File: src/common/fm_defs.svh
`ifndef FM_DEFS_SVH
`define FM_DEFS_SVH

// lane count, 2 and 8 also build
`define FM_LANES 4
`define FM_SEL_W ($clog2(`FM_LANES)) // lane select width

`define FM_PHASE_W 10 // [9] half sign, [8] quarter mirror, [7:0] index
`define FM_IDX_W 8 // table address width
`define FM_ATT_W 10 // envelope attenuation, 1 unit = 4 log steps

`define FM_SIN_W 12 // log-sine table word
`define FM_MANT_W 10 // exponent table word, implicit leading 1 on top
`define FM_LOG_W 13 // log domain sum, saturates at all ones

`define FM_LANE_W 13 // signed lane sample
`define FM_OUT_W 14 // signed mixer output

`endif

File: src/common/fm_ctrl_pkg.sv
package fm_ctrl_pkg;

	localparam int unsigned FM_OP_W = 2; // opcode field width

	typedef enum logic [FM_OP_W-1:0]
	{
		op_off = 2'd0, // lane silent
		op_sine = 2'd1, // full signed sine
		op_abs_sine = 2'd2 // negative half folded up
	} fm_op_e;

	// true when the lane output is forced to zero
	function automatic logic fm_op_mutes(fm_op_e op);
		return op == op_off;
	endfunction

	// only the plain sine keeps the lower half negative
	function automatic logic fm_op_negates(fm_op_e op, logic half);
		return (op == op_sine) && half;
	endfunction

endpackage

File: src/common/fm_data_pkg.sv
`include "fm_defs.svh"

package fm_data_pkg;

	// one request toward a lane, 22 bits
	typedef struct packed
	{
		logic [`FM_PHASE_W-1:0] phase; // sign, mirror, index
		logic [`FM_ATT_W-1:0] att; // envelope attenuation
		fm_ctrl_pkg::fm_op_e op; // waveform select
	} fm_req_t;

	// one lane result, 13 bits
	typedef struct packed
	{
		logic signed [`FM_LANE_W-1:0] sample; // two's complement
	} fm_lane_out_t;

endpackage

File: src/verilog/fm_slot_dispatch.sv
`timescale 1ns/1ps
`include "fm_defs.svh"

module fm_slot_dispatch
(
	input logic clk,
	input logic arst_n,
	input logic in_valid, // one-cycle request strobe
	input logic [`FM_SEL_W-1:0] in_lane, // target lane
	input fm_data_pkg::fm_req_t in_req,
	output logic [`FM_LANES-1:0] lane_valid, // one strobe per lane
	output fm_data_pkg::fm_req_t lane_req [`FM_LANES]
);

	logic [`FM_LANES-1:0] hit; // decoded lane select, gated by in_valid

	always_comb
	begin
		for (int i = 0; i < `FM_LANES; i++)
		begin
			hit[i] = in_valid && (in_lane == `FM_SEL_W'(i));
		end
	end

	// strobes, one cycle after the request
	always_ff @(posedge clk or negedge arst_n)
	begin
		if (!arst_n)
		begin
			lane_valid <= '0;
		end
		else
		begin
			lane_valid <= hit; // pulses only the addressed lane
		end
	end

	// slot contents, the untouched lanes keep their last request
	always_ff @(posedge clk)
	begin
		for (int i = 0; i < `FM_LANES; i++)
		begin
			if (hit[i])
			begin
				lane_req[i] <= in_req;
			end
		end
	end

endmodule

File: config.mk
export PLATFORM = sky130hd
export DESIGN_NAME = fm_slot_dispatch
export DESIGN_NICKNAME = d
export VERILOG_FILES = /design/src/common/fm_ctrl_pkg.sv /design/src/common/fm_data_pkg.sv /design/src/verilog/fm_slot_dispatch.sv
export VERILOG_INCLUDE_DIRS = /design/src /design/src/common
export SDC_FILE = /design/constraint.sdc
export NUM_CORES = 1
export LEC_CHECK = 0
export ABC_AREA = 1
export BUFFER_PORTS_ARGS = -buffer_cell sky130_fd_sc_hd__buf_4
export CAP_MARGIN = 25
export CORE_ASPECT_RATIO = 1.2
export CORE_MARGIN = 1
export CORE_UTILIZATION = 41
export DETAILED_ROUTE_END_ITERATION = 8
export PLACE_DENSITY_LB_ADDON = 0.08
export SETUP_SLACK_MARGIN = 0.4
export SYNTH_ARGS = -nofsm -noshare
export SYNTH_HDL_FRONTEND = slang
export SYNTH_SLANG_ARGS = --single-unit
export TNS_END_PERCENT = 100
File: constraint.sdc
create_clock -name clk -period 0.8 [get_ports clk]
set_input_delay 0.12 -clock clk [delete_from_list [all_inputs] [get_ports clk]]
set_output_delay 0.12 -clock clk [all_outputs]
set_load 0.03 [all_outputs]
== After elaboration in Yosys (flattened, before gate mapping) ==
Index checks and enable logic that the tools add are counted.
W data, S select, Z words.

* Register bits: 92
* Memories kept: 0
* Bits in writable memories: 0
* Bits in read-only memories: 0
* Logic and storage cells: 21
* Bits in latches: 0
* Output and inout port bits: 92
* Input bits: 27

* Equality and inequality tests: 3
* Reductions and logical operators: 5
* Muxes and demuxes: 0
* $lt $le $gt $ge: 0
* Add/subtract/negate cells: 0
* Multipliers: 0
* Div/mod/pow operators: 0
* Bitwise operators: 0
* Shifts and indexed selects: 0

{| class="wikitable"
|+ Operator list
! operator !! count
|-
| $eq A2 B2 Y1 const B || 2
|-
| $logic_and A1 B1 Y1 || 4
|-
| $eq A2 B1 Y1 const B || 1
|-
| $logic_not A2 Y1 || 1
|}

== Logic depth before layout (Yosys ltp) ==
* Depth after elaboration: 2
* Depth in mapped cells: 3
* Mapped depth without buffers: 3

== Worst setup path after synthesis ==
Ideal clock, no wire load.

* Path type: input to register
* Start: input in_lane[1]
* End: register lane_req[44] (netlist name) (enable)
* Data arrival time: 1,181 ps
* Slack: -783 ps
* Path buffers: 0
* Required time: 398 ps
* Library setup time: 402 ps
* Stages on the path: 3
* Path through: inv_1 > nand2_1 > nor2_1

* Word-level cells in the longest chain between the ends: 2

{| class="wikitable"
|+ RTL lines
! item !! RTL line !! source
|-
| start, declared || fm_slot_dispatch.sv:9 || <nowiki>input logic [`FM_SEL_W-1:0] in_lane,</nowiki>
|-
| $eq A2 B1 Y1 || fm_slot_dispatch.sv:21 || <nowiki>hit[i] = in_valid && (in_lane == `FM_SEL_W'(i));</nowiki>
|-
| $logic_and A1 B1 Y1 || fm_slot_dispatch.sv:21 ||
|-
| net hit[1] || fm_slot_dispatch.sv:15 || <nowiki>logic [`FM_LANES-1:0] hit;</nowiki>
|-
| end signal, assigned by index || fm_slot_dispatch.sv:45 || <nowiki>lane_req[i] <= in_req;</nowiki>
|-
| end, declared || fm_slot_dispatch.sv:12 || <nowiki>output fm_data_pkg::fm_req_t lane_req [`FM_LANES]</nowiki>
|}

The timed path passes the listed nets, and every way through them passes these cells.
A chain may end at the register's enable or synchronous reset.

== Worst setup path in the final report ==
* Start: register lane_req[10] (netlist name)
* End: output lane_req[10] (netlist name)

No word-level cell between the ends.

==> flow_summary.yaml <==
routing:
  via_per_inst: 4.53
  wl_per_cell_microns: 19.5
  num_vias: 1576
  drt-pass1-iter-count: 4
  remaining_drc_errors: 0
  drtIter0Drc: 64
  ant_nets: 0
  routed_wl_mm: 6.77
cells_and_area:
  fin_cells: 348
  final_nets: 285
  design_area_sq_um: 4930
  mostFrequentLayoutCells: "buf_6, edfxtp_1, buf_4, clkbuf_8, buf_12"
  area_growth_syn_to_layout_pct: 78.0
  multi_input_area_sq_um: 85.1
  fillCellCount: 369
  diodes: 0
  register_area_sq_um: 2750
  drive_gt1_share_pct: 65.8
  layout_commonest_cell: "buf_6"
die:
  io_pins: 119
  die_w_microns: 77.1
  die_area_sq_um: 7100
  initial_core_util_pct: 42.7
  core_sq_um: 6490
  row_count: 32
  die_y_microns: 92.1
sta:
  fin_tns_setup_ns: -19.98
  setup_violations: 92
  hold_viol_final: 87
  rsz0062_at_grt: "true"
  tightest_slew_ns: 0.209
  min_period_over_period_pct: 133
  slew_viol_final: 0
  slew_headroom_pct: 86.0
  min_period_ns: 1.06
  worst_slack_ns: -0.260
  whs_ns: -0.0329
  max_freq_mhz: 943
clock_tree:
  cts_buffer_depth: 2
  h-tree-depth: 3
  tritoncts: "yes"
  path_clk_slew_ns: 0.09
  cts_root_buf: "clkbuf_8"
  cts-buffers-inserted: 9
  hold_buffers: 1
  cts_sinks: 92
worst_setup_path:
  critical_path.top_delay_family: "flip-flops"
  crit_fanout: 1
  arrival_ns: 0.94
  cp-end-kind: "primary output"
  crit_required_ns: 0.68
  crit_slowest_cell: "edfxtp_1"
  crit_chain: "buf_6"
  slowest_delay_ns: 0.43
  path_buf_inv: 1
  critPathKind: "flip-flop to primary output"
  path_depth: 1
  start_kind: "flip-flop"
logic_synthesis:
  ys_top_cells_by_area: "edfxtp_1, dfrtp_1, nor2_1, inv_1, nand2_1"
  synth_cells: 100
  netlist_area_sq_um: 2770
  yosysWarningCount: 0
  yosysUniqueCellTypes: 5
  syn_avg_cell_area_sq_um: 27.7
  yosysTopAreaCellShare_pct: 95.3
  yosysSeqAreaShare_pct: 98.9
  synth_area_leader_cell: "edfxtp_1"
  syn_nets: 127
  synth-seq-cells: 92
placed_design:
  dp_cells: 312
  hpwlAfterDp_mm: 4.09
  io_buffers: 118
  dp_slack_ns: -0.247
  gp_congestion: 0.682
  placed_area_sq_um: 3950
hold_path:
  min_path_cells: 1
  min_path_type: "input port to flip-flop"
global_route:
  grt_pass1_wl_mm: 10.1
  track_usage_pct: 20.9
  grt.overflow.total: 0
  grt_antenna_before_repair: 0
  grt_max_degree: 16
  grt_pass1_vias: 1712
outcome:
  status: "finished with violations"
  violations: "hold timing, setup timing"
job:
  maxCapViolCount: 0
pwr:
  p_leak_nw: 1.91
  power_density_nw_per_um2: 2120
  irDropWorstVdd_mv: 1.52
final cells by class:
type                            count  area share [%]
Multi-Input combinational cell      6            1.72
Clock buffer                       11            2.87
Inverter                            2           0.482
Sequential cell                    92            55.7
Tap cell                           85            2.16
Clock inverter                      5            1.70
Timing Repair Buffer              147            35.4
power by group:
| part | switching (mW) | internal [mW] | total (mW) |
|---|---|---|---|
| clock network | 1.56 | 1.86 | 3.42 |
| logic | 0.753 | 0.671 | 1.42 |
| registers | 0.113 | 5.53 | 5.64 |
timing repair:
item,4_1_cts,5_1_grt
setup endpoints to repair,183,184
pin swaps,3,0
gates resized for setup,122,0
hold endpoints to repair,92,88
gates cloned,6,0
setup buffers,12,1
logic make-up (layout without fill, tap and decap cells):
| family | after synthesis | in the layout | synth area share, % |
|---|---|---|---|
| and+or+nand+nor | 6 | 6 | 0.812 |
| buffers and inverters | 2 | 165 | 0.271 |
| DFF | 92 | 92 | 98.9 |
state kept, by name, summed over array words and instances, names as in the netlist:
signal and flops:
lane_req 88, lane_valid 4
per-layer routing:
| layer | wire length, microns | vias to the layer above | track usage [%] |
|---|---|---|---|
| met5 | 0 | - | 0 |
| met3 | 447 | 8 | 6.67 |
| met1 | 2500 | 774 | 24.0 |
| met2 | 3750 | 77 | 36.1 |
| li1 | - | 717 | - |
| met4 | 73 | 0 | 8.18 |
cell usage after synthesis (all sizes together):
library cell  number
dfrtp              4
edfxtp            88
inv                2
nand2              2
nor2               4
per-stage QoR:
stage / hold slack (ns) / util (%) / total power [mW]
after detailed placement: -0.0828 / 61.0 / 6.81
after global placement: -0.0843 / 61.0 / 6.80
after CTS: -0.0493 / 75.8 / 10.5
after floorplan: -0.176 / - / 6.23
after global routing: -0.0531 / 76.1 / 10.8
final: -0.0329 / 76.1 / 10.5
worst paths after layout:
path                            endpoint          from  slack, ns
setup / recovery            lane_req[10]  lane_req[10]      -0.26
hold / removal              lane_req[34]    in_req[12]      -0.03
max in group asynchronous  lane_valid[0]        arst_n       0.59
min in group asynchronous  lane_valid[3]        arst_n       0.10
Power figures use the tool's default switching activity.
