**src/common/fm_defs.svh**
```systemverilog
`ifndef FM_DEFS_SVH
`define FM_DEFS_SVH

// lane count, 2 and 8 also build
`define FM_LANES 4
`define FM_SEL_W ($clog2(`FM_LANES)) // lane select width

`define FM_PHASE_W 10 // [9] half sign, [8] quarter mirror, [7:0] index
`define FM_IDX_W 8 // table address width
`define FM_ATT_W 10 // envelope attenuation, 1 unit = 4 log steps

`define FM_SIN_W 12 // log-sine table word
`define FM_MANT_W 10 // exponent table word, implicit leading 1 on top
`define FM_LOG_W 13 // log domain sum, saturates at all ones

`define FM_LANE_W 13 // signed lane sample
`define FM_OUT_W 14 // signed mixer output

`endif

```
**src/common/fm_ctrl_pkg.sv**
```systemverilog
package fm_ctrl_pkg;

	localparam int unsigned FM_OP_W = 2; // opcode field width

	typedef enum logic [FM_OP_W-1:0]
	{
		op_off = 2'd0, // lane silent
		op_sine = 2'd1, // full signed sine
		op_abs_sine = 2'd2 // negative half folded up
	} fm_op_e;

	// true when the lane output is forced to zero
	function automatic logic fm_op_mutes(fm_op_e op);
		return op == op_off;
	endfunction

	// only the plain sine keeps the lower half negative
	function automatic logic fm_op_negates(fm_op_e op, logic half);
		return (op == op_sine) && half;
	endfunction

endpackage

```
**src/common/fm_data_pkg.sv**
```systemverilog
`include "fm_defs.svh"

package fm_data_pkg;

	// one request toward a lane, 22 bits
	typedef struct packed
	{
		logic [`FM_PHASE_W-1:0] phase; // sign, mirror, index
		logic [`FM_ATT_W-1:0] att; // envelope attenuation
		fm_ctrl_pkg::fm_op_e op; // waveform select
	} fm_req_t;

	// one lane result, 13 bits
	typedef struct packed
	{
		logic signed [`FM_LANE_W-1:0] sample; // two's complement
	} fm_lane_out_t;

endpackage

```
**src/verilog/fm_mixer.sv**
```systemverilog
`timescale 1ns/1ps
`include "fm_defs.svh"

module fm_mixer
(
	input logic clk,
	input logic arst_n,
	input logic [`FM_LANES-1:0] res_valid, // per-lane result strobes
	input fm_data_pkg::fm_lane_out_t res [`FM_LANES],
	output logic out_valid,
	output logic signed [`FM_OUT_W-1:0] out_sample // saturated sum
);

	localparam int SUM_W = `FM_LANE_W + $clog2(`FM_LANES); // no overflow inside
	localparam logic signed [SUM_W-1:0] OUT_MAX = SUM_W'(2 ** (`FM_OUT_W - 1) - 1);
	localparam logic signed [SUM_W-1:0] OUT_MIN = SUM_W'(-(2 ** (`FM_OUT_W - 1)));

	logic signed [`FM_LANE_W-1:0] held [`FM_LANES]; // latest sample per lane
	logic signed [`FM_LANE_W-1:0] held_nx [`FM_LANES];
	logic signed [SUM_W-1:0] sum;
	logic signed [`FM_OUT_W-1:0] clamped;

	// sum uses the values as they stand after this cycle's update
	always_comb
	begin
		sum = '0;
		for (int i = 0; i < `FM_LANES; i++)
		begin
			held_nx[i] = res_valid[i] ? res[i].sample : held[i];
			sum = sum + SUM_W'(held_nx[i]); // sign extended
		end
		if (sum > OUT_MAX)
			clamped = `FM_OUT_W'(OUT_MAX);
		else if (sum < OUT_MIN)
			clamped = `FM_OUT_W'(OUT_MIN);
		else
			clamped = `FM_OUT_W'(sum);
	end

	always_ff @(posedge clk or negedge arst_n)
	begin
		if (!arst_n)
		begin
			for (int i = 0; i < `FM_LANES; i++)
			begin
				held[i] <= '0;
			end
			out_valid <= 1'b0;
			out_sample <= '0;
		end
		else
		begin
			held <= held_nx;
			out_valid <= |res_valid; // one output per strobing cycle
			if (|res_valid)
				out_sample <= clamped;
		end
	end

endmodule

```
**config.mk**
```make
export PLATFORM = sky130hd
export DESIGN_NAME = fm_mixer
export DESIGN_NICKNAME = d
export VERILOG_FILES = /design/src/common/fm_ctrl_pkg.sv /design/src/common/fm_data_pkg.sv /design/src/verilog/fm_mixer.sv
export VERILOG_INCLUDE_DIRS = /design/src /design/src/common
export SDC_FILE = /design/constraint.sdc
export NUM_CORES = 1
export LEC_CHECK = 0
export ABC_AREA = 1
export BUFFER_PORTS_ARGS = -buffer_cell sky130_fd_sc_hd__clkbuf_2
export CORE_MARGIN = 2
export CORE_UTILIZATION = 35
export DETAILED_ROUTE_END_ITERATION = 7
export GPL_ROUTABILITY_DRIVEN = 0
export SYNTH_ARGS = -nofsm -noshare
export SYNTH_HDL_FRONTEND = slang
export SYNTH_SLANG_ARGS = --single-unit
```
**constraint.sdc**
```tcl
create_clock -name clk -period 7.7 [get_ports clk]
set_clock_uncertainty 0.1 [all_clocks]
set_input_delay 0.385 -clock clk [delete_from_list [all_inputs] [get_ports clk]]
set_output_delay 0.385 -clock clk [all_outputs]
set_load 0.05 [all_outputs]
```
Word level (Yosys, flattened, before mapping)
Index checks and enable logic that the tools add are counted.
{"block": "word_totals", "regBits": 67, "inputBits": 58, "out_inout_bits": 15, "wordCells": 18}
{"block": "op_classes", "n_addsub": 3, "magnitude_cmp": 2, "n_mux": 6, "n_reduce_logical": 1}
{"op": "$mux W13", "n": 4}
{"op": "$mux W14", "n": 2}
{"op": "$add A14 B13 Y15", "n": 1}
{"op": "$add A15 B13 Y15", "n": 1}
{"op": "$gt A15 B14 Y1 const B", "n": 1}
{"op": "$lt A15 B14 Y1 const B", "n": 1}
{"op": "$add A13 B13 Y14", "n": 1}
{"op": "$reduce_or A4 Y1", "n": 1}

Depth between registers and ports, before layout
{"block": "depth", "word_depth": 7, "mapped_depth": 21}

Worst setup path after synthesis
No wires, ideal clock.
{"block": "synth_timing", "kind": "input port to flip-flop", "startpoint": "in res_valid[3]", "endpoint": "reg out_sample[10]", "setup_time_ps": 130, "t_arrival_ps": 3409, "required_ps": 7470, "slack_ps": 4061, "stages": 17, "n_path_buf": 1, "cell_sequence": "inv_1 clkbuf_1 or2_2 o21ai_0 fa_1 inv_1 fa_1 ha_1 fa_1 nand3_1 nand2_1 nand3_1 nand3_1 nand2_1 nand2_2 a21oi_4 a21oi_1"}
{"block": "synth_between", "elab_chain_cells": 5, "word_cells_on_any_way": 7, "cone_classes": "add/sub: 1; order compare: 2; mux: 3; reduce/logical: 1"}
{"element": "from (decl)", "line": "fm_mixer.sv:8", "source": "input logic [`FM_LANES-1:0] res_valid,"}
{"element": "$mux W13", "line": "fm_mixer.sv:29", "source": "held_nx[i] = res_valid[i] ? res[i].sample : held[i];"}
{"element": "$add A15 B13 Y15", "line": "fm_mixer.sv:30", "source": "sum = sum + SUM_W'(held_nx[i]);"}
{"element": "$lt A15 B14 Y1", "line": "fm_mixer.sv:34", "source": "else if (sum < OUT_MIN)"}
{"element": "$mux W14", "line": "fm_mixer.sv:34"}
{"element": "$mux W14", "line": "fm_mixer.sv:32", "source": "if (sum > OUT_MAX)"}
{"element": "to (signal assigned)", "line": "fm_mixer.sv:56", "source": "out_sample <= clamped;"}
{"element": "to (decl)", "line": "fm_mixer.sv:11", "source": "output logic signed [`FM_OUT_W-1:0] out_sample"}
Parallel ways exist; a longest one is shown, timed or not.
A chain may end at the register's enable or synchronous reset.

Worst setup path in the final report
{"block": "layout_timing", "startpoint": "in res_valid[2]", "endpoint": "reg out_sample[9]"}
{"block": "layout_between", "elab_chain_cells": 6, "word_cells_on_any_way": 8, "cone_classes": "add/sub: 2; order compare: 2; mux: 3; reduce/logical: 1"}
{"element": "$mux W13", "line": "fm_mixer.sv:29"}
{"element": "$add A14 B13 Y15", "line": "fm_mixer.sv:30"}
{"element": "$add A15 B13 Y15", "line": "fm_mixer.sv:30"}
{"element": "$lt A15 B14 Y1", "line": "fm_mixer.sv:34"}
{"element": "$mux W14", "line": "fm_mixer.sv:34"}
{"element": "$mux W14", "line": "fm_mixer.sv:32"}
Parallel ways exist; a longest one is shown, timed or not.

==> impl_results.md <==
- Antenna violations before repair: 0
- Drt drc: 0
- Crit path launch type: input port
- Synth area leader: dfrtp_1
- Synth Instances: 466
- Post-CTS sizing: 0
- Largest net degree at the start of global routing: 68
- Post-synth ARST share: 100%
- Die X-Extent: 112 microns
- Final Hold Viols: 0
- Initial DRT Pass Iterations: 4
- Non-filler cells, final: 688
- WP buf/inv: 3
- Nets@finish: 641
- GR Overflow Total: 0
- CP required: 7.81 ns
- Slew @ Worst Pin: 0.855 ns
- Row count: 39
- Number of cells on the critical path: 17
- Setup TNS: 0 ns
- Slowest stage cell, crit path: fa_1
- Sw Ratio: 45.5%
- Final period utilization: 51.8%
- Largest cells by area after synthesis: dfrtp_1 41%, fa_1 13%, nand2_1 10%
- Crit Path Class: input port to flip-flop
- # diodes: 0
- Root Buffer: clkbuf_16
- Setup WS pre-CTS: 3.34 ns
- Layout cells sized above 1: 26.1%
- CTS tree: built
- EDFF count, synth: 0
- Crit path cell chain: clkbuf_2 -> inv_1 -> or2_2 -> o21ai_0 -> fa_1 -> inv_1 -> fa_1 -> ha_1 -> fa_1 -> nand3_1 -> nand2_1 -> nand3_1 -> nand3_1 -> nand2_1 -> nand2_2 -> a21oi_4 -> a21oi_1
- CORE AREA: 11400 sq um
- Sequential share of the synthesized area: 41.4%
- Count leader, synth: nand2_1
- Post-synth top cells: 109 x nand2_1, 94 x inv_1, 67 x dfrtp_1
- RSZ-0062 raised after global routing: false
- Global-route wire length before repair: 15.9 mm
- Post-Synthesis Mean Instance Area: 8.69 sq um
- Setup ws final: 3.71 ns
- Internal: 974 uW
- Avg WL per Cell: 13.3 microns
- VDD IR max: 0.000168 V
- YS warnings: 0
- Area grow syn2layout: 19.4%
- Status: complete, no violations
- CTS sink count: 67
- Max stage delay on crit path: 0.47 ns
- Max-Cap Viols: 0
- Design Power: 1.79 mW
- Synth Flop Type: dfrtp_1
- Total die area: 12500 sq um
- Syn Std Cell Area: 4050 sq um
- Htree depth: 3
- Yosys top cell area share: 41.4%
- I/O pin count: 73
- Clk pwr share: 21.2%
- Worst-path clk slew: 0.05 ns
- Detail Route Antenna Nets: 0
- Critical Path AT: 4.10 ns
- CP Max Fanout: 15
- Sw Pwr: 813 uW
- CTS Buf Count: 9
- Number of distinct library cells after synthesis: 23
- Port bufs: 72
- Syn nets: 565
- Worst-case clock buffer depth: 2
- Worst-Skew Late Latency: 0.33 ns
- Final Core Density: 42.5%
- Vias in the first global route: 3362
- DR iter-0 viols: 137
- Crit end category: flip-flop
- Slew Limit Fails: 0
- Vias: 3112
- DPL Wire Length: 7.04 mm
- CP top delay family: adder cells
- Setup violations, final: 0
- Combinational power share: 53.6%
- Path depth of the worst reg2reg path: 17
- CTS Hold Bufs: 0
- Cell count after placement: 674
- Slew headroom: 43.0%
- Setup Buffers After CTS: 0
- Initial Util: 35.6%
- Leakage: 2.57 nW
- DRT Wirelength: 9.15 mm
- GRT Total Usage: 16.2%
- Pwr Density: 370 nW/um^2
- Die Y: 112 microns
- Crit path time final: 3.99 ns
- Yosys reg bits: 67
- Fmax: 251 MHz
- Vias/cell: 4.52
- Sequential share of power: 25.2%
- HP Class: input port to async pin
-- worst register-to-register path, stage by stage, from the launching register on --
cell and delay (ns):
dfrtp_1 0.36, nand2_1 0.07, nand2_1 0.10, fa_1 0.61, inv_1 0.07, fa_1 0.53, inv_1 0.05, ha_1 0.37
nand2_1 0.15, inv_1 0.05, nand2_1 0.06, nand2_1 0.05, a21oi_1 0.18, nand2_1 0.09, nand2_2 0.09, nand2_2 0.10
a21oi_4 0.24, a21oi_1 0.11
-- per-layer routing --
metal  part of all wire (%)  GRT usage (%)  routed length (microns)  vias up
li1                       -              -                        -     1554
met4                   0.39           3.70                       36        0
met5                      0              0                        0        -
met1                     46           21.4                     4240     1490
met2                     49           26.8                     4440       66
met3                    4.7           4.46                      432        2
-- logic make-up (layout without fill, tap and decap cells) --
group	after synthesis	count (layout)	share of synthesized area, %
simple gates	184	184	21.4
buf+inv	103	182	9.54
flops	67	67	41.4
compound gates	62	62	8.03
fa+ha+maj	41	41	17.7
xor+xnor	9	9	1.95
-- path summary, 6_finish.rpt --
check / start / end / slack [ns]
worst max-delay path: res_valid[2] / out_sample[9] / 3.71
worst min-delay path: arst_n / held[50] / 0.12
max in group asynchronous: arst_n / held[51] / 6.79
min in group clk: res[39] / held[39] / 0.19
worst min register to register: held[39] / held[39] / 0.37
worst max register to register: held[12] / out_sample[9] / 4.19
-- registers in the layout, summed over array words and instances, names as in the netlist --
| name | count |
|---|---|
| out_valid | 1 |
| held | 52 |
| out_sample | 14 |
-- cell usage in the layout (no fill, tap or decap), drive strengths merged --
master    count
a21oi        16
a31oi         3
buf           1
clkbuf       82
clkinv        2
clkinvlp      2
dfrtp        67
fa           27
ha           14
inv          95
nand2       114
nand3         7
nand3b        2
nand4         2
nor2         15
nor3          1
nor4          1
o21ai        43
or2          42
xnor2         3
xor2          6
-- metrics by stage --
stage                     instance area (sq um)  hold WS (ns)
after floorplan                            4050       -0.0106
final                                      4840         0.121
after global placement                     4570         0.359
after detailed placement                   4570         0.364
after global routing                       4840         0.223
after CTS                                  4840         0.183
-- power groups by stage --
stage	registers [mW]	logic, mW	clock network, mW
detailed placement	0.458	0.968	0
global route	0.458	1.10	0.400
global placement	0.457	0.951	0
floorplan	0.586	0.622	0
finish	0.450	0.958	0.378
CTS	0.452	0.973	0.386
-- layout make-up --
cell class                      instances  area, sq um
Clock inverter                          4         28.8
Fill cell                            1155         6530
Sequential cell                        67         1680
Tap cell                              143          179
Clock buffer                           10          239
Timing Repair Buffer                   73          368
Multi-Input combinational cell        296         1990
Inverter                               95          357
Power figures use the tool's default switching activity.
